<file path="src/soc_bus_pkg.sv">
//****************************************
// Bus request and response types and the memory map of the memory subsystem.
// Import this package in every module that uses the word bus.
//****************************************
package soc_bus_pkg;

	localparam int RAM_WORDS   = 256;              // On-chip SRAM depth in 32-bit words.
	localparam int RAM_INDEX_W = 8;                // Word index width, log2 of RAM_WORDS.
	localparam logic [31:0] CFG_ADDR = 32'h0200_0000; // Flash configuration register.

	// Master request. A zero strobe field marks a read.
	typedef struct packed {
		logic        valid;
		logic [31:0] addr;
		logic [31:0] wdata;
		logic [3:0]  wstrb;
	} mem_req_t;

	// Target response. Ready completes the transfer and rdata is valid with it.
	typedef struct packed {
		logic        ready;
		logic [31:0] rdata;
	} mem_rsp_t;

	// The external I/O port carries the same shapes as the internal bus.
	typedef mem_req_t io_req_t;
	typedef mem_rsp_t io_rsp_t;

	// Decoded target of a request.
	typedef enum logic [1:0] {
		REGION_RAM,   // addr[31:24] == 0x00.
		REGION_FLASH, // addr[31:24] == 0x01.
		REGION_CFG,   // Exactly CFG_ADDR.
		REGION_IO     // Everything else.
	} mem_region_e;

endpackage

</file>
<file path="src/spi_flash_pkg.sv">
//****************************************
// Types for the single-bit SPI flash read path and its configuration.
//****************************************
package spi_flash_pkg;

	localparam logic [7:0] CFG_DIV_RESET = 8'd1; // Clock divider after reset.

	// Outgoing flash pins. Miso comes back as a plain input.
	typedef struct packed {
		logic csb;  // Chip select, active low.
		logic sclk; // Serial clock, idles low in mode 0.
		logic mosi; // Serial data towards the flash.
	} flash_pins_t;

	// Configuration register. The reserved bits always read as zero.
	typedef struct packed {
		logic [23:0] reserved;
		logic [7:0]  clk_div; // Half SPI period is clk_div+1 clk cycles.
	} flash_cfg_t;

	// Flash opcodes. Only the plain read is issued by the controller.
	typedef enum logic [7:0] {
		CMD_READ      = 8'h03,
		CMD_FAST_READ = 8'h0B
	} flash_cmd_e;

	// Read controller states.
	typedef enum logic [2:0] {ST_IDLE, ST_CMD, ST_ADDR, ST_DATA, ST_DONE} reader_state_e;

endpackage

</file>
<file path="src/soc_bus_decode.sv">
//****************************************
// Address decoder with response multiplexer and flash configuration register.
// Sits between the bus master and the SRAM, flash reader and I/O port.
//****************************************
`timescale 1ns/1ps

module soc_bus_decode
	import soc_bus_pkg::*;
	import spi_flash_pkg::*;
(
	input  logic       clk,
	input  logic       rst_n,
	input  mem_req_t   req,
	output mem_rsp_t   rsp,
	output mem_req_t   ram_req,
	input  mem_rsp_t   ram_rsp,
	output mem_req_t   flash_req,
	input  mem_rsp_t   flash_rsp,
	output io_req_t    io_req,
	input  io_rsp_t    io_rsp,
	output flash_cfg_t flash_cfg
);

	mem_region_e region;
	logic [7:0]  cfg_div;  // The only stored field of the configuration register.

	// The exact configuration address wins over the I/O range.
	always_comb begin
		if (req.addr == CFG_ADDR)         region = REGION_CFG;
		else if (req.addr[31:24] == 8'h00) region = REGION_RAM;
		else if (req.addr[31:24] == 8'h01) region = REGION_FLASH;
		else                               region = REGION_IO;
	end

	// Each target sees the full request, but valid only for its own region.
	always_comb begin
		ram_req         = req;
		ram_req.valid   = req.valid && (region == REGION_RAM);
		flash_req       = req;
		flash_req.valid = req.valid && (region == REGION_FLASH);
		io_req          = req;
		io_req.valid    = req.valid && (region == REGION_IO);
	end

	// Only byte lane 0 holds stored bits, so only wstrb[0] matters.
	always_ff @(posedge clk) begin
		if (!rst_n) begin
			cfg_div <= CFG_DIV_RESET;
		end else if (req.valid && region == REGION_CFG && req.wstrb[0]) begin
			cfg_div <= req.wdata[7:0]; // Applied at the edge that completes the write.
		end
	end

	assign flash_cfg = '{reserved: 24'h0, clk_div: cfg_div};

	// The response of the selected target goes straight back to the master.
	always_comb begin
		rsp = '0;
		unique case (region)
			REGION_RAM:   rsp = ram_rsp;
			REGION_FLASH: rsp = flash_rsp;
			REGION_CFG:   rsp = '{ready: req.valid, rdata: flash_cfg}; // Answered at once.
			REGION_IO:    rsp = io_rsp;                                // Latency set outside.
		endcase
	end

endmodule

</file>
<file path="config.mk">
export PLATFORM = sky130hd
export DESIGN_NAME = soc_bus_decode
export DESIGN_NICKNAME = d
export VERILOG_FILES = /design/src/soc_bus_pkg.sv /design/src/spi_flash_pkg.sv /design/src/soc_bus_decode.sv
export SDC_FILE = /design/constraint.sdc
export NUM_CORES = 1
export LEC_CHECK = 0
export BUFFER_PORTS_ARGS = -buffer_cell sky130_fd_sc_hd__buf_2
export CAP_MARGIN = 10
export CORE_AREA = 5 5 169 171
export DETAILED_ROUTE_END_ITERATION = 6
export DIE_AREA = 0 0 174 176
export HOLD_SLACK_MARGIN = 0.15
export PLACE_DENSITY = 0.44
export SYNTH_ARGS = -nofsm -noshare
export SYNTH_HDL_FRONTEND = slang
export SYNTH_SLANG_ARGS = --single-unit
</file>
<file path="constraint.sdc">
create_clock -name clk -period 3.4 [get_ports clk]
set_input_delay 0.17 -clock clk [delete_from_list [all_inputs] [get_ports clk]]
set_output_delay 0.17 -clock clk [all_outputs]
set_load 0.01 [all_outputs]
</file>
## After elaboration in Yosys (flattened, before gate mapping)

Index checks and enable logic that the tools add are counted.

| cells by class | value |
|---|---|
| equal/unequal tests | 5 |
| muxes and demuxes | 4 |
| reductions and logical operators | 7 |

Operators with widths:

| operator | number |
|---|---|
| $pmux 33 s4 | 1 |
| $eq 32x26->1 const B | 1 |
| $eq 8x1->1 const B | 1 |
| $logic_not 8->1 | 1 |
| $mux 2 | 3 |
| $logic_and 1x1->1 | 5 |
| $eq 2x2->1 const B | 2 |
| $eq 2x1->1 const B | 1 |
| $logic_not 2->1 | 1 |

| storage, ports and cells | value |
|---|---|
| input port bits | 170 |
| word-level logic and storage cells | 17 |
| bits in registers | 8 |
| output and inout port bits | 272 |

## Logic depth before layout (Yosys ltp)

| depth | value |
|---|---|
| word-level depth | 7 |
| gate-level depth with buffers | 7 |
| gate-level depth less buffers | 4 |

## Least setup slack after synthesis

No wires, ideal clock.

| path | value |
|---|---|
| path kind | input -> register |
| from | input port req[67] in the netlist's numbering |
| to | register cfg_div[0] |
| data required time | 3.328 ns |
| data arrival time | 1.953 ns |
| path slack | 1.375 ns |
| library setup time | 0.072 ns |
| stages | 6 |
| buffers on the path | 2 |
| cell sequence | or4_4 buf_6 or2_1 buf_6 nor4_4 mux2i_1 |

| between the ends | value |
|---|---|
| cells in the longest elaborated chain, start to end | 7 |
| elaborated cells between the ends (all ways) | 9 |
| classes of those cells | eq/ne (3); mux (3); reduce/logical (3) |

Ends and longest elaborated chain:

| item | RTL line | RTL |
|---|---|---|
| start, declared | soc_bus_decode.sv:13 | `input mem_req_t req,` |
| $eq 8x1->1 | soc_bus_decode.sv:31 | `else if (req.addr[31:24] == 8'h01) region = REGION_FLASH;` |
| $mux 2 | soc_bus_decode.sv:31 |  |
| $mux 2 | soc_bus_decode.sv:30 | `else if (req.addr[31:24] == 8'h00) region = REGION_RAM;` |
| $mux 2 * | soc_bus_decode.sv:29 | `if (req.addr == CFG_ADDR) region = REGION_CFG;` |
| $eq 2x2->1 * | soc_bus_decode.sv:49 | `end else if (req.valid && region == REGION_CFG && req.wstrb[0]) begin` |
| $logic_and 1x1->1 * (2 in series) | soc_bus_decode.sv:49 |  |
| end signal, assigned | soc_bus_decode.sv:50 | `cfg_div <= req.wdata[7:0];` |
| end, declared | soc_bus_decode.sv:25 | `logic [7:0] cfg_div;` |

Mark *: on every way between the ends. The rest lies on a longest branch, timed or not.
A chain may end at the register's enable or synchronous reset.

==> key figures <==
Timing
  – Hold Violations, Final: 0
  – Setup Skew: 0 ns
  – Setup violations, final: 0
  – Actual slew at the worst max-slew pin: around 0.67 ns
  – Tcrit/Tclk final: 0.7363
  – Final Max Slew Viols: 0
  – Slew Limit Headroom: 0.5500
  – Unrepaired setup endpoints after global routing: false
  – Setup total negative slack: 0 ns
  – Fmax: roughly 0.4 GHz
  – Fin crit period: between 2 and 3 ns

Detailed routing
  – Via Count: between 3,000 and 4,000
  – DR vias/cell: approximately 3.6
  – Residual DRC: 0
  – Routed Antenna Nets: 0
  – Initial DRT Pass Iterations: 4
  – Final WL: around 15,000 um
  – Initial drt markers: approximately 80
  – Routed len/inst: 16.41 um

Synth
  – Dominant cell type by area after synthesis: buf_4
  – Main area contributors after synthesis: buf_4 51%, mux2i_1 12%, nor4_1 7.1%
  – Synth cell types: 29
  – Leading cell types by count after synthesis: 228 x buf_4, 41 x mux2i_1, 38 x nor4_1, 33 x a21oi_1, 33 x inv_1
  – YS warnings: 0
  – Netlist Area Pre-Place: approximately 0.0034 mm2
  – Register area share after synthesis: 0.04760
  – Number of enable flip-flop cells after synthesis: 0
  – Most common cell in the synthesized netlist: buf_4
  – Synth Flop Type: dfxtp_1
  – Post-synthesis cell count: 484
  – Avg Inst Size Synth: around 7.0 um2
  – Async SR Flop Fraction: 0
  – Share of the synthesized area in the top cell type: 0.5087
  – Yosys reg bits: 8

Worst setup path
  – Crit path max-delay family: simple AND/OR/NAND/NOR gates
  – Worst path depth: 6
  – WP buf/inv: 2
  – Crit Path Max Fanout: 35
  – Critical-path cell list: buf_2, or4_4, nor2_1, o311ai_0, o221ai_1, buf_2
  – Worst setup EP type: primary output
  – Reg2reg path depth: 2
  – Worst Path Arrival: between 2 and 2.5 ns
  – Crit path kind: primary input to primary output
  – CP startpoint kind: primary input
  – CP max stage delay: 0.76 ns
  – Slowest CP cell: or4_4
  – Worst path required time: ~3.2 ns
  – CP most frequent cell: buf_2

Clock tree
  – Post_cts resized: 0
  – Clock Latency Late Sink: about 0.23 ns
  – Hold buffers post-CTS: 0
  – Root buffer cell: clkbuf_16
  – CTS tree: built
  – Clk buf depth: 2
  – Postcts setup bufs: 0
  – CTS sink count: 8
  – CTS HTree Levels: 1
  – Clock edge transition at the registers on the reported setup and hold paths: ~0.04 ns
  – Num CTS Buffers: 3

Pwr
  – Switching power: between 0.2 and 0.3 mW
  – PnR Total Power: roughly 0.69 mW
  – Cell internal pwr: 0.4151 mW
  – Clock network fraction of total power: 0.282
  – Switching Share: 0.4004
  – Worst VDD drop: 0.0001431 V
  – Total leakage power: ~2 nW
  – Pwr per Cell Area: ~190 mW/mm2
  – Combinational power share: 0.582
  – Reg power frac: 0.136

GRT
  – Vias in the first global route: about 3,200
  – Met1 Use GR: 0.08499
  – Met3 Use GR: 0.02355
  – Total GRT Usage: 0.08667
  – Grt ovf: 0
  – Top Usage Layer GRT: met2
  – Global Route met2 Usage: 0.1745
  – Largest net degree at the start of global routing: 41
  – Global-route wire length before repair: 20,390 um
  – Initial antenna violation count: 5

Placement
  – GP Congestion: 0.7305
  – Port bufs: just over 300
  – Detailed Place HPWL: between 10,000 and 15,000 um

Die
  – Row count: 60
  – DIE AREA: about 0.03 mm2
  – Width of the die: around 170 um
  – Die height: approximately 180 um
  – Core area: 0.02673 mm2
  – Initial Utilization: 0.1259
  – # IOs: between 400 and 500

Worst hold path
  – Hold path cells: 3
  – Hold WC Path Type: primary input to flop

Cells and area
  – Layout cells sized above 1: 0.5649
  – Most flop-heavy register: cfg_div
  – Max reg flops: 8
  – Nets: about 740
  – Layout overhead on the synthesized area: 10.64%
  – Top Registers: cfg_div x8

Job
  – Max-Cap Viols: 0

Outcome
  – Status: complete, no violations
placed cells by master (no fill, tap or decap), types with 2 or more instances in the layout:
master,Yosys,routed
dfxtp_1,8,8
conb_1,1,24
o21ai_0,24,24
nand4_1,6,6
o221ai_1,4,4
nand2_1,19,19
nor2b_1,2,2
buf_2,0,309
nor4b_1,2,2
nor4_1,38,38
a21oi_1,33,33
clkbuf_16,0,3
mux2i_1,41,41
nor2_1,2,2
o211ai_1,5,5
buf_4,228,6
inv_1,33,33
per-layer routing:
| layer | wire length, um | vias to the layer above |
|---|---|---|
| met5 | 41 | - |
| met4 | 483 | 6 |
| met2 | 8035 | 233 |
| li1 | - | 1560 |
| met3 | 1387 | 52 |
| met1 | 5021 | 1423 |
logic make-up (layout without fill, tap and decap cells):
logic type | after synthesis | after routing | share of synthesized area
buffers and inverters | 288 | 351 | 0.5801
muxes | 41 | 41 | 0.1220
other | 1 | 25 | 0.001115
DFF | 8 | 8 | 0.04760
and+or+nand+nor | 77 | 77 | 0.1365
AOI/OAI and AO/OA | 69 | 69 | 0.1127
path summary, 6_finish.rpt:
kind / endpoint / slack [ns] / from
worst min register to register: cfg_div[3] / 0.52 / cfg_div[3]
worst max register to register: cfg_div[1] / 2.73 / cfg_div[1]
worst max-delay path: rsp[5] / 0.90 / req[67]
worst min-delay path: cfg_div[1] / 0.21 / req[5]
layout make-up:
class	count	area, um2
well taps	341	426.7
clock buffers	3	75.07
diodes	1	2.502
multi-input cells	211	1343
inverters	33	123.9
fillers	3134	23000
flip-flops and latches	8	160.2
repair buffers	315	1592
power by group through the flow:
| stage | Combinational (mW) | Sequential [mW] | Clock [mW] |
|---|---|---|---|
| floorplan | 0.389 | 0.0958 | 0 |
| global placement | 0.412 | 0.0958 | 0 |
| detailed placement | 0.412 | 0.0958 | 0 |
| CTS | 0.413 | 0.0943 | 0.200 |
| global route | 0.443 | 0.0943 | 0.207 |
| finish | 0.403 | 0.0944 | 0.195 |
metrics by stage:
step           cell area [um2]  utilization  setup slack (ns)  std cells  hold slack [ns]
5_1_grt                   3722       0.1393            0.7062        912           0.2321
3_3_place_gp              3645       0.1364            0.9391        908           0.3401
6_report                  3722       0.1393            0.8966        912           0.2094
4_1_cts                   3720       0.1392            0.8685        911           0.2123
3_5_place_dp              3645       0.1364            0.8752        908           0.3401
2_1_floorplan             3451            -             1.375        507           0.3121
worst reg2reg max path, stage by stage, from the launching register on:
cell	delay (ns)
dfxtp_1	0.41
nand2_1	0.08
mux2i_1	0.11
Note: power is estimated with default switching activity, not from simulation.
