`src/soc_bus_pkg.sv`:
```
//****************************************
// Bus request and response types and the memory map of the memory subsystem.
// Import this package in every module that uses the word bus.
//****************************************
package soc_bus_pkg;

	localparam int RAM_WORDS   = 256;              // On-chip SRAM depth in 32-bit words.
	localparam int RAM_INDEX_W = 8;                // Word index width, log2 of RAM_WORDS.
	localparam logic [31:0] CFG_ADDR = 32'h0200_0000; // Flash configuration register.

	// Master request. A zero strobe field marks a read.
	typedef struct packed {
		logic        valid;
		logic [31:0] addr;
		logic [31:0] wdata;
		logic [3:0]  wstrb;
	} mem_req_t;

	// Target response. Ready completes the transfer and rdata is valid with it.
	typedef struct packed {
		logic        ready;
		logic [31:0] rdata;
	} mem_rsp_t;

	// The external I/O port carries the same shapes as the internal bus.
	typedef mem_req_t io_req_t;
	typedef mem_rsp_t io_rsp_t;

	// Decoded target of a request.
	typedef enum logic [1:0] {
		REGION_RAM,   // addr[31:24] == 0x00.
		REGION_FLASH, // addr[31:24] == 0x01.
		REGION_CFG,   // Exactly CFG_ADDR.
		REGION_IO     // Everything else.
	} mem_region_e;

endpackage

```
`src/spi_flash_pkg.sv`:
```
//****************************************
// Types for the single-bit SPI flash read path and its configuration.
//****************************************
package spi_flash_pkg;

	localparam logic [7:0] CFG_DIV_RESET = 8'd1; // Clock divider after reset.

	// Outgoing flash pins. Miso comes back as a plain input.
	typedef struct packed {
		logic csb;  // Chip select, active low.
		logic sclk; // Serial clock, idles low in mode 0.
		logic mosi; // Serial data towards the flash.
	} flash_pins_t;

	// Configuration register. The reserved bits always read as zero.
	typedef struct packed {
		logic [23:0] reserved;
		logic [7:0]  clk_div; // Half SPI period is clk_div+1 clk cycles.
	} flash_cfg_t;

	// Flash opcodes. Only the plain read is issued by the controller.
	typedef enum logic [7:0] {
		CMD_READ      = 8'h03,
		CMD_FAST_READ = 8'h0B
	} flash_cmd_e;

	// Read controller states.
	typedef enum logic [2:0] {ST_IDLE, ST_CMD, ST_ADDR, ST_DATA, ST_DONE} reader_state_e;

endpackage

```
`src/spi_flash_reader.sv`:
```
//****************************************
// Single-bit SPI read controller. Each bus read sends command 0x03 and a
// 24-bit address, then shifts in one little-endian 32-bit word.
//****************************************
`timescale 1ns/1ps

module spi_flash_reader
	import soc_bus_pkg::*;
	import spi_flash_pkg::*;
(
	input  logic        clk,
	input  logic        rst_n,
	input  mem_req_t    req,
	output mem_rsp_t    rsp,
	input  flash_cfg_t  cfg,
	output flash_pins_t pins,
	input  logic        miso
);

	reader_state_e state;
	logic [7:0]    div_cnt;   // Prescaler, one sclk toggle each clk_div+1 cycles.
	logic [4:0]    bit_cnt;   // Bits completed in the current phase.
	logic          csb;
	logic          sclk;
	logic [31:0]   shift_out; // Command then address, sent MSB first.
	logic [31:0]   shift_in;  // First received byte ends up in [31:24].
	logic          active;    // Chip selected and sclk running.
	logic          tick;
	logic          rise;
	logic          fall;
	logic          start;

	assign active = (state == ST_CMD) || (state == ST_ADDR) || (state == ST_DATA);
	assign tick   = active && (div_cnt == cfg.clk_div);
	assign rise   = tick && !sclk; // Flash samples mosi, we sample miso.
	assign fall   = tick && sclk;  // Both sides move to the next bit.
	assign start  = (state == ST_IDLE) && req.valid && (req.wstrb == 4'b0000);

	always_ff @(posedge clk) begin
		if (!rst_n) begin
			state   <= ST_IDLE;
			csb     <= 1'b1;
			sclk    <= 1'b0;
			div_cnt <= '0;
			bit_cnt <= '0;
		end else begin
			if (tick) begin
				div_cnt <= '0;
				sclk    <= ~sclk;
			end else if (active) begin
				div_cnt <= div_cnt + 8'd1;
			end
			unique case (state)
				ST_IDLE: begin
					if (start) begin
						state   <= ST_CMD;
						csb     <= 1'b0;
						div_cnt <= cfg.clk_div; // First rising edge on the next cycle.
						bit_cnt <= '0;
					end else if (req.valid) begin
						state <= ST_DONE;       // Flash writes are dropped.
					end
				end
				ST_CMD: begin
					if (fall) begin
						bit_cnt <= (bit_cnt == 5'd7) ? 5'd0 : bit_cnt + 5'd1;
						if (bit_cnt == 5'd7) state <= ST_ADDR;
					end
				end
				ST_ADDR: begin
					if (fall) begin
						bit_cnt <= (bit_cnt == 5'd23) ? 5'd0 : bit_cnt + 5'd1;
						if (bit_cnt == 5'd23) state <= ST_DATA;
					end
				end
				ST_DATA: begin
					if (fall) begin
						bit_cnt <= bit_cnt + 5'd1;       // Wraps to zero after bit 31.
						if (bit_cnt == 5'd31) state <= ST_DONE;
					end
				end
				ST_DONE: begin
					csb   <= 1'b1;  // Deselect one cycle after the last falling edge.
					state <= ST_IDLE;
				end
				default: state <= ST_IDLE;
			endcase
		end
	end

	// Shift registers carry payload only and follow the same edge strobes.
	always_ff @(posedge clk) begin
		if (start) begin
			shift_out <= {CMD_READ, req.addr[23:0]};
		end else if (fall && (state == ST_CMD || state == ST_ADDR)) begin
			shift_out <= {shift_out[30:0], 1'b0};
		end
		if (rise && state == ST_DATA) begin
			shift_in <= {shift_in[30:0], miso};
		end
	end

	// The first byte received is the lowest addressed byte of the word.
	assign rsp = '{
		ready: (state == ST_DONE),
		rdata: {shift_in[7:0], shift_in[15:8], shift_in[23:16], shift_in[31:24]}
	};

	// Mosi is held low while the flash is deselected.
	assign pins = '{csb: csb, sclk: sclk, mosi: !csb && shift_out[31]};

endmodule

```
`config.mk`:
```
export PLATFORM = sky130hd
export DESIGN_NAME = spi_flash_reader
export DESIGN_NICKNAME = d
export VERILOG_FILES = /design/src/soc_bus_pkg.sv /design/src/spi_flash_pkg.sv /design/src/spi_flash_reader.sv
export SDC_FILE = /design/constraint.sdc
export NUM_CORES = 1
export LEC_CHECK = 0
export ABC_AREA = 1
export CORE_AREA = 2 2 88 90
export CTS_CLUSTER_SIZE = 28
export DETAILED_ROUTE_END_ITERATION = 16
export DIE_AREA = 0 0 90 92
export DONT_BUFFER_PORTS = 1
export PLACE_DENSITY_LB_ADDON = 0.15
export SLEW_MARGIN = 20
export SYNTH_ARGS = -nofsm -noshare
export SYNTH_HDL_FRONTEND = slang
export SYNTH_SLANG_ARGS = --single-unit
```
`constraint.sdc`:
```
create_clock -name clk -period 3.65 [get_ports clk]
set_clock_uncertainty 0.15 [all_clocks]
set_input_delay 0.1825 -clock clk [delete_from_list [all_inputs] [get_ports clk]]
set_output_delay 0.1825 -clock clk [all_outputs]
set_load 0.05 [all_outputs]
```
# Word level (Yosys, flattened, before mapping)
# Index checks and enable logic that the tools add are counted.
[op_classes]
reduce_logical = 20
n_bitwise = 1
n_addsub = 2
n_eq_ne = 16
mux = 24
[op_table]
columns = ["op", "n"]
rows = [
  ["$mux 24", 2],
  ["$mux 8", 4],
  ["$mux 5", 6],
  ["$mux 3", 8],
  ["$pmux 5 s4", 1],
  ["$pmux 3 s4", 1],
  ["$eq 5x5->1 const B", 2],
  ["$add 8x1->8 const B", 1],
  ["$eq 8x8->1", 1],
  ["$logic_and 1x1->1", 8],
  ["$ne 2x2->1 const B", 4],
  ["$reduce_and 7->1", 1],
  ["$eq 3x2->1 const B", 2],
  ["$ne 2x1->1 const B", 3],
  ["$add 5x1->5 const B", 1],
  ["$eq 5x3->1 const B", 1],
  ["$reduce_and 5->1", 1],
  ["$logic_not 4->1", 1],
  ["$reduce_bool 2->1", 2],
  ["$reduce_bool 4->1", 1],
  ["$eq 3x1->1 const B", 1],
  ["$eq 3x3->1 const B", 1],
  ["$logic_not 3->1", 1],
  ["$ne 3x3->1 const B", 1],
  ["6 further kinds", 8],
]
[totals]
elab_cells = 71
in_bits = 104
ff_bits = 82

# Depth between registers and ports, before layout
# Gate-level depths: netlist of the first run.
[depth]
depth_word = 8
mapped_depth = 12
depth_no_buf = 12

# Worst setup path before layout of the first run
# OpenSTA, ideal clock, no wires.
[synth_timing]
kind = "register to register"
startpoint = "register state[0]"
endpoint = "register shift_in[0], enable pin"
setup_slack_ns = -0.182
t_arrival_ns = 3.221
n_path_buf = 0
path_stages_with_launch = 7
setup_ns = 0.461
cell_sequence = "dfxtp_1 nor2_2 nor2_4 inv_4 nor3b_4 nand2_1 nor3_1"
[synth_via]
elab_chain_len = 6
[synth_lines]
columns = ["item", "line_no", "source"]
rows = [
  ["from (decl)", "spi_flash_reader.sv:20", "reader_state_e state;"],
  ["from (signal assigned)", "spi_flash_reader.sv:41", "state <= ST_IDLE;"],
  ["from (signal assigned)", "spi_flash_reader.sv:56", "state <= ST_CMD;"],
  ["from (signal assigned)", "spi_flash_reader.sv:61", "state <= ST_DONE;"],
  ["$eq 3x1->1 or $eq 3x2->1 (tied branches)", "spi_flash_reader.sv:33", "assign active = (state == ST_CMD) || (state == ST_ADDR) || (state == ST_DATA);"],
  ["$logic_or 1x1->1 (2 in series)", "spi_flash_reader.sv:33", ""],
  ["$logic_and 1x1->1", "spi_flash_reader.sv:34", "assign tick = active && (div_cnt == cfg.clk_div);"],
  ["$logic_and 1x1->1", "spi_flash_reader.sv:35", "assign rise = tick && !sclk;"],
  ["$logic_and 1x1->1 *", "spi_flash_reader.sv:98", "if (rise && state == ST_DATA) begin"],
  ["to (signal assigned)", "spi_flash_reader.sv:99", "shift_in <= {shift_in[30:0], miso};"],
  ["to (decl)", "spi_flash_reader.sv:26", "logic [31:0] shift_in;"],
]
# Every way passes the cells marked *; elsewhere a longest branch is shown, timed or not.
# A chain may end at the register's enable or synchronous reset.

# Worst setup path after layout of the first run
[layout_timing]
startpoint = "register state[0]"
endpoint = "register div_cnt[0]"
[layout_via]
elab_chain_len = 7
[layout_lines]
columns = ["item", "line_no", "source"]
rows = [
  ["$eq 3x1->1 or $eq 3x2->1 (tied branches)", "spi_flash_reader.sv:33", ""],
  ["$logic_or 1x1->1 (2 in series)", "spi_flash_reader.sv:33", ""],
  ["$mux 8 or $logic_and 1x1->1 (tied branches)", "spi_flash_reader.sv:50, spi_flash_reader.sv:34", ""],
  ["$mux 8", "spi_flash_reader.sv:47", "if (tick) begin"],
  ["$mux 8", "spi_flash_reader.sv:55", "if (start) begin"],
  ["$mux 8 *", "spi_flash_reader.sv:53", "unique case (state)"],
  ["to (signal assigned)", "spi_flash_reader.sv:51", "div_cnt <= div_cnt + 8'd1;"],
  ["to (signal assigned)", "spi_flash_reader.sv:58", "div_cnt <= cfg.clk_div;"],
  ["to (decl)", "spi_flash_reader.sv:21", "logic [7:0] div_cnt;"],
]
# Marks and branches as above.

==> impl_summary.log, run 1 <==
[metrics] kind of critical path: flop to flop
[metrics] Yosys warnings: 0
[metrics] post-synthesis sequential area ratio: 61.58%
[metrics] Starting Density: 48.02%
[metrics] Most used DFF post-synth: sky130_fd_sc_hd__edfxtp_1
[metrics] highest attainable clock frequency: 420.6 MHz
[metrics] Overall Power: 2147 uW
[metrics] antenna violation net count after detailed routing: 0
[metrics] final count of negative-setup-slack endpoints: 0
[metrics] Die Footprint: ~8300 um2
[metrics] buffer count from post-CTS setup fixing: 0
[metrics] filler instances: 690
[metrics] summed instance area of the synthesized netlist: 3576 um2
[metrics] dominant cell type by area after synthesis: sky130_fd_sc_hd__edfxtp_1
[metrics] area taken by multi-input logic gates: 1211 um2
[metrics] number of synthesized register bits: 82
[metrics] ratio of routed vias to standard cells: 4.924
[metrics] average wire length per cell after detail routing: approximately 13 um
[metrics] number of global-route vias before repair: 2316
[metrics] final-report hold violation count: 0
[metrics] Longest Clk Path Bufs: 2
[metrics] Detailed Place HPWL: 4594 um
[metrics] iteration count of the initial detailed-routing pass: 4
[metrics] placer congestion estimate: ~0.85
[metrics] CTS Root Buffer Type: sky130_fd_sc_hd__clkbuf_8
[metrics] synth-to-layout area growth: 17.88%
[metrics] Crit. End Element: flop
[metrics] Num CTS Buffers: 9
[metrics] global-route wire length before repair: between 10000 and 15000 um
[metrics] most common cell after layout, fill and taps aside: sky130_fd_sc_hd__nand2_1
[metrics] Register Area: roughly 2200 um2
[metrics] antenna violations before repair: 0
[metrics] worst hold path type: primary input to flop
[metrics] Final Max Slew Viols: 0
[metrics] fraction of registers with async set/reset: 0%
[metrics] Avg Inst Size Synth: 9.435 um2
[metrics] TritonCTS sink count: 82
[metrics] unrepaired setup endpoints after global routing: false
[metrics] Tot GR Track Use: 17.24%
[metrics] max_cap viols: 0
[metrics] via count: roughly 2.6k
[metrics] number of unique standard cell types used by synthesis: 34
[metrics] Critical Path RT: 3.77 ns
[metrics] die outline width: 90 um
[metrics] Worst Tran Pin Value: 0.9586 ns
[metrics] aggregate global routing overflow: 0
[metrics] leading post-synthesis cells by cell area: sky130_fd_sc_hd__edfxtp_1 (47%), sky130_fd_sc_hd__dfxtp_1 (15%), sky130_fd_sc_hd__nand2_1 (14%)
[metrics] Max transition margin: between 30% and 40%
[metrics] WL final: 7014 um
[metrics] most frequent cells in the layout: sky130_fd_sc_hd__nand2_1 (134), sky130_fd_sc_hd__edfxtp_1 (56), sky130_fd_sc_hd__nor2_1 (40)
[metrics] share of the synthesized area in the top cell type: 47.03%
[metrics] number of ports placed on the die boundary: 140
[metrics] DRT iter0 DRCs: 156
[metrics] worst hold margin: 0.1081 ns
[metrics] Arrival @ worst endpoint: 2.50 ns
[metrics] vertical die dimension: 92 um
[metrics] Antenna Cells: 0
[metrics] syn_nets: a little under 500
[metrics] result of the run: finished clean
[metrics] Tmin final: 2.378 ns
[metrics] worst vdd ir: 0.3176 mV
[metrics] number of standard-cell rows in the floorplan: 32
[metrics] area of all placed cells without fillers: 4215 um2
[metrics] clock latency reported for the late side of the worst-skew pair: 0.35 ns
[metrics] count of buffers from port buffering: 0
[metrics] pin count of the biggest net entering global routing: 41
[metrics] TNS Setup: 0 ns
[metrics] fin util: 56.60%
[metrics] share of the clock period used by the worst path after layout: 65.14%
[metrics] synthesized netlist cell count: 379
[metrics] number of enable-type register cells in the synthesized netlist: 56
[metrics] total leakage power: 0.001649 uW
[metrics] share of layout cells above drive strength 1: 9.242%
[metrics] Power Density: roughly 510 nW/um2
[metrics] element type at the critical path start: flop
[metrics] final-stage net count: 524
[metrics] clock edge transition at the registers on the reported setup and hold paths: ~0.09 ns
[metrics] CTS tree: built
[metrics] drt drc: 0
[metrics] CTS H-tree lvls: 3
[metrics] instance area at placement: 3684 um2
[metrics] standard cell core area: around 7400 um2
[metrics] maximum fanout along the worst path: 40
logic make-up (layout without fill, tap and decap cells):
family          count (synthesis)  after routing  share of synthesized area [%]
compound gates                 33             33                          4.934
xor+xnor                        4              4                         0.9799
fa+ha+maj                       3              3                          1.050
buf+inv                        40             83                          4.863
flops                          82             82                          61.58
simple gates                  217            217                          26.59
layout make-up:
class                           instances  share of cell area (%)
Clock buffer                            9                   2.939
Clock inverter                          7                   1.603
Inverter                               30                   2.850
Multi-Input combinational cell        257                   28.73
Sequential cell                        82                   52.24
Tap cell                              102                   3.028
Timing Repair Buffer                   37                   8.608
worst paths after layout:
path	startpoint	endpoint	slack, ns	depth (start not counted)
worst max register to register	state[0]$_SDFFE_PN0P_	div_cnt[0]$_SDFF_PN0_	1.27	9
worst min-delay path	cfg[2]	sclk$_SDFFE_PN0N_	0.11	5
worst max-delay path	state[0]$_SDFFE_PN0P_	div_cnt[0]$_SDFF_PN0_	1.27	9
worst min register to register	shift_out[23]$_DFFE_PP_	shift_out[24]$_SDFFE_PP1P_	0.30	2
timing repair:
action                                 CTS  global route
hold buffers                            34             0
endpoints found under the hold margin   42             0
resized for setup                        0             0
cell usage after synthesis, types with 2 or more instances:
| master | n |
|---|---|
| sky130_fd_sc_hd__inv_2 | 3 |
| sky130_fd_sc_hd__o21ai_0 | 13 |
| sky130_fd_sc_hd__ha_1 | 3 |
| sky130_fd_sc_hd__xor2_1 | 2 |
| sky130_fd_sc_hd__inv_1 | 24 |
| sky130_fd_sc_hd__buf_4 | 2 |
| sky130_fd_sc_hd__nand2_1 | 134 |
| sky130_fd_sc_hd__nand3_1 | 11 |
| sky130_fd_sc_hd__dfxtp_1 | 26 |
| sky130_fd_sc_hd__or2_2 | 2 |
| sky130_fd_sc_hd__nor2_2 | 2 |
| sky130_fd_sc_hd__nor2_4 | 2 |
| sky130_fd_sc_hd__nor3_1 | 10 |
| sky130_fd_sc_hd__buf_2 | 7 |
| sky130_fd_sc_hd__nand4_1 | 7 |
| sky130_fd_sc_hd__edfxtp_1 | 56 |
| sky130_fd_sc_hd__nand2_4 | 2 |
| sky130_fd_sc_hd__xnor2_1 | 2 |
| sky130_fd_sc_hd__nor2_1 | 40 |
| sky130_fd_sc_hd__a21oi_1 | 14 |
| sky130_fd_sc_hd__o21ai_1 | 3 |
| sky130_fd_sc_hd__a21oi_2 | 2 |
flip-flops by register name, indices dropped and copies added (netlist names):
register and cells:
shift_in 32, shift_out 32, div_cnt 8, bit_cnt 5
state 3, csb 1, sclk 1
metal layers:
layer  part of all wire (%)  vias to the layer above  GRT usage, %
met2                     44                       75         25.81
met1                     49                     1169         23.66
li1                       -                     1327             -
met3                    5.8                        9         5.094
met4                    1.0                        0         6.923
met5                      0                        -             0
metrics by stage:
stage | cells | worst slack, ns
after global placement | 474 | 1.273
final | 524 | 1.272
after CTS | 524 | 1.256
after global routing | 524 | 1.004
after floorplan | 379 | 0.7939
after detailed placement | 474 | 1.267
where the power goes:
| part | internal, uW | total, uW | switching, uW |
|---|---|---|---|
| clock network | 314 | 641 | 328 |
| logic | 144 | 403 | 259 |
| registers | 1040 | 1100 | 59.0 |
critical path, stage by stage, from the launching register on:
cell and delay [ns]:
sky130_fd_sc_hd__dfxtp_1 0.44, sky130_fd_sc_hd__nor2_2 0.09, sky130_fd_sc_hd__inv_2 0.12, sky130_fd_sc_hd__nor2_2 0.05, sky130_fd_sc_hd__nand4_1 0.07, sky130_fd_sc_hd__buf_4 0.36, sky130_fd_sc_hd__inv_2 0.34, sky130_fd_sc_hd__a21oi_2 0.38
sky130_fd_sc_hd__o21ai_0 0.15, sky130_fd_sc_hd__a21oi_1 0.15
No activity file was read; power rests on OpenSTA's default activity.
==> run 2: changes to the inputs <==
- ABC_AREA: 1 -> 0
- CORE_AREA: 2 2 88 90 -> 2 2 87 89
- DIE_AREA: 0 0 90 92 -> 0 0 89 91
- clock period: 3.65 -> 2 ns (I/O delays scaled with it)
==> impl_summary.log, run 2 <==
[metrics] count of buffers from port buffering: 0
[metrics] dominant cell type by area after synthesis: sky130_fd_sc_hd__edfxtp_1
[metrics] CTS H-tree lvls: 3
[metrics] CTS Root Buffer Type: sky130_fd_sc_hd__clkbuf_8
[metrics] synth-to-layout area growth: 31.23%
[metrics] biggest registers after layout: shift_in (32), shift_out (32), div_cnt (8)
[metrics] filler instances: 557
[metrics] top-count cell post-synth: sky130_fd_sc_hd__nand2_1
[metrics] Arrival @ worst endpoint: approximately 1.9 ns
[metrics] maximum fanout along the worst path: 14
[metrics] M1 GR Usage: 23.08%
[metrics] clock edge transition at the registers on the reported setup and hold paths: ~0.090 ns
[metrics] share of the synthesized area in the top cell type: 48.41%
[metrics] met3 routing resource usage after global routing: 5.636%
[metrics] number of global-route vias before repair: 2428
[metrics] die outline width: 89 um
[metrics] number of standard-cell rows in the floorplan: 31
[metrics] total leakage power: around 0.0017 uW
[metrics] clock latency reported for the late side of the worst-skew pair: 0.37 ns
[metrics] final-stage net count: about 490
[metrics] Final Max Slew Viols: 0
[metrics] synthesized netlist cell count: 315
[metrics] post-synthesis sequential area ratio: 63.40%
[metrics] CTS tree: built
[metrics] Crit. End Element: flop
[metrics] average wire length per cell after detail routing: 15.56 um
[metrics] share of the clock period used by the worst path after layout: 99.92%
[metrics] worst hold path type: primary input to flop
[metrics] number of synthesized register bits: 82
[metrics] Tmin final: 1.998 ns
[metrics] most common cell after layout, fill and taps aside: sky130_fd_sc_hd__nand2_1
[metrics] ratio of routed vias to standard cells: 5.086
[metrics] Tot GR Track Use: about 18%
[metrics] antenna violations before repair: 0
[metrics] element type at the critical path start: flop
[metrics] number of enable-type register cells in the synthesized netlist: 56
[metrics] area of all placed cells without fillers: 4558 um2
[metrics] placer congestion estimate: 0.8187
[metrics] syn_nets: roughly 420
[metrics] most used routing layer in global routing: met2
[metrics] number of ports placed on the die boundary: 140
[metrics] met2 capacity usage during global routing: 29.04%
[metrics] kind of critical path: flop to flop
[metrics] final-report hold violation count: 0
[metrics] share of layout cells above drive strength 1: 17.31%
[metrics] unrepaired setup endpoints after global routing: true
[metrics] via count: ~2.5k
[metrics] highest attainable clock frequency: 500.4 MHz
[metrics] result of the run: finished clean
[metrics] final count of negative-setup-slack endpoints: 0
[metrics] Starting Density: 48.67%
[metrics] fraction of registers with async set/reset: 0%
[metrics] Num CTS Buffers: 9
[metrics] Longest Clk Path Bufs: 2
[metrics] Worst Tran Pin Value: 0.5410 ns
[metrics] leading post-synthesis cells by cell area: sky130_fd_sc_hd__edfxtp_1 (48%), sky130_fd_sc_hd__dfxtp_1 (15%), sky130_fd_sc_hd__nand2_1 (10%)
[metrics] antenna violation net count after detailed routing: 0
[metrics] Detailed Place HPWL: 4511 um
[metrics] top cells by instance count after synthesis: sky130_fd_sc_hd__nand2_1 (94), sky130_fd_sc_hd__edfxtp_1 (56), sky130_fd_sc_hd__dfxtp_1 (26), sky130_fd_sc_hd__nand3_1 (17), sky130_fd_sc_hd__nor2_1 (15)
[metrics] WL final: approximately 7600 um
[metrics] number of unique standard cell types used by synthesis: 41
[metrics] TritonCTS sink count: 82
[metrics] R2R setup slack: approximately 0.0016 ns
[metrics] most frequent cells in the layout: sky130_fd_sc_hd__nand2_1 (94), sky130_fd_sc_hd__edfxtp_1 (56), sky130_fd_sc_hd__dlygate4sd3_1 (39)
[metrics] drt drc: 0
[metrics] fin util: between 60% and 70%
[metrics] summed instance area of the synthesized netlist: around 3500 um2
[metrics] Antenna Cells: 0
[metrics] Die Footprint: 8099 um2
[metrics] aggregate global routing overflow: 0
[metrics] pre-CTS setup slack: -0.004533 ns
[metrics] max_cap viols: 0
[metrics] Yosys warnings: 0
[metrics] Max transition margin: 63.88%
[metrics] worst vdd ir: 0.3985 mV
[metrics] instance area at placement: 3792 um2
[metrics] Power Density: 718.2 nW/um2
[metrics] standard cell core area: 7137 um2
[metrics] vertical die dimension: a little over 90 um
[metrics] iteration count of the initial detailed-routing pass: 4
[metrics] global-route wire length before repair: 11270 um
[metrics] Avg Inst Size Synth: 11.03 um2
[metrics] pin count of the biggest net entering global routing: 42
[metrics] worst hold margin: a little over 0.1 ns
[metrics] DRT iter0 DRCs: 108
[metrics] post-route setup slack: 0.001641 ns
[metrics] Critical Path RT: 1.93 ns
[metrics] Most used DFF post-synth: sky130_fd_sc_hd__edfxtp_1
==> run 2: area by class of cell <==
type	count	area [um2]	area share (%)
sequential	82	2203	48.34
multi-input combinational	213	1276	28.00
timing repair buffer	73	759.5	16.66
clock buffer	9	123.9	2.718
tap	99	123.9	2.718
clock inverter	7	60.06	1.318
inverter	3	11.26	0.2470
==> run 2: cell families (layout without fill, tap and decap cells) <==
| family | after synthesis | after routing | synth area share (%) |
|---|---|---|---|
| AO/OA/AOI/OAI | 25 | 25 | 4.683 |
| XOR/XNOR | 17 | 17 | 4.287 |
| adder cells (fa/ha/maj) | 3 | 3 | 1.081 |
| buffers and inverters | 20 | 92 | 2.737 |
| flip-flops | 82 | 82 | 63.40 |
| multiplexers | 10 | 10 | 2.882 |
| AND/OR/NAND/NOR | 158 | 158 | 20.93 |
==> run 2: worst max-delay path: stages (launching register included) <==
cell                      delay, ns
sky130_fd_sc_hd__dfxtp_2       0.34
sky130_fd_sc_hd__xor2_2        0.15
sky130_fd_sc_hd__nor4_4        0.30
sky130_fd_sc_hd__and4_1        0.26
sky130_fd_sc_hd__nor3b_4       0.20
sky130_fd_sc_hd__or2_4         0.17
sky130_fd_sc_hd__buf_12        0.14
==> run 2: final timing paths <==
check                        startpoint                         end  cells after the start
min                             req[68]       div_cnt[4]$_SDFF_PN0_                      4
min reg2reg  shift_out[31]$_SDFFE_PP0P_  shift_out[31]$_SDFFE_PP0P_                      2
max               div_cnt[4]$_SDFF_PN0_     shift_out[16]$_DFFE_PP_                      6
max reg2reg       div_cnt[4]$_SDFF_PN0_     shift_out[16]$_DFFE_PP_                      6
==> run 2: layer usage <==
layer / part of all wire (%) / wire length [um]
met2: 48 / 3649
met3: 4.9 / 369
met4: 1.9 / 141
met5: 0 / 0
met1: 45 / 3399
==> run 2: repair_timing <==
item / CTS / global route
resized for setup: 1 / 16
cloned: 0 / 4
setup buffers: 0 / 3
pin swaps: 0 / 2
endpoints found under the setup margin: 46 / 91
endpoints found under the hold margin: 42 / 0
hold buffers: 39 / 0
==> run 2: report_power, final <==
| part | internal (uW) | total (uW) | switching [uW] |
|---|---|---|---|
| clock | 474 | 1140 | 664 |
| combinational | 146 | 297 | 151 |
| sequential | 1820 | 1840 | 17.5 |
| total | 2440 | 3270 | 833 |
==> run 2: stage by stage <==
stage / power, uW / std cells / TNS [ns]
2_1_floorplan: 2027 / 315 / -23.80
3_3_place_gp: 2083 / 424 / 0
3_5_place_dp: 2087 / 424 / -0.1072
4_1_cts: 3289 / 479 / -0.03348
5_1_grt: 3402 / 486 / -3.820
6_report: 3273 / 486 / 0
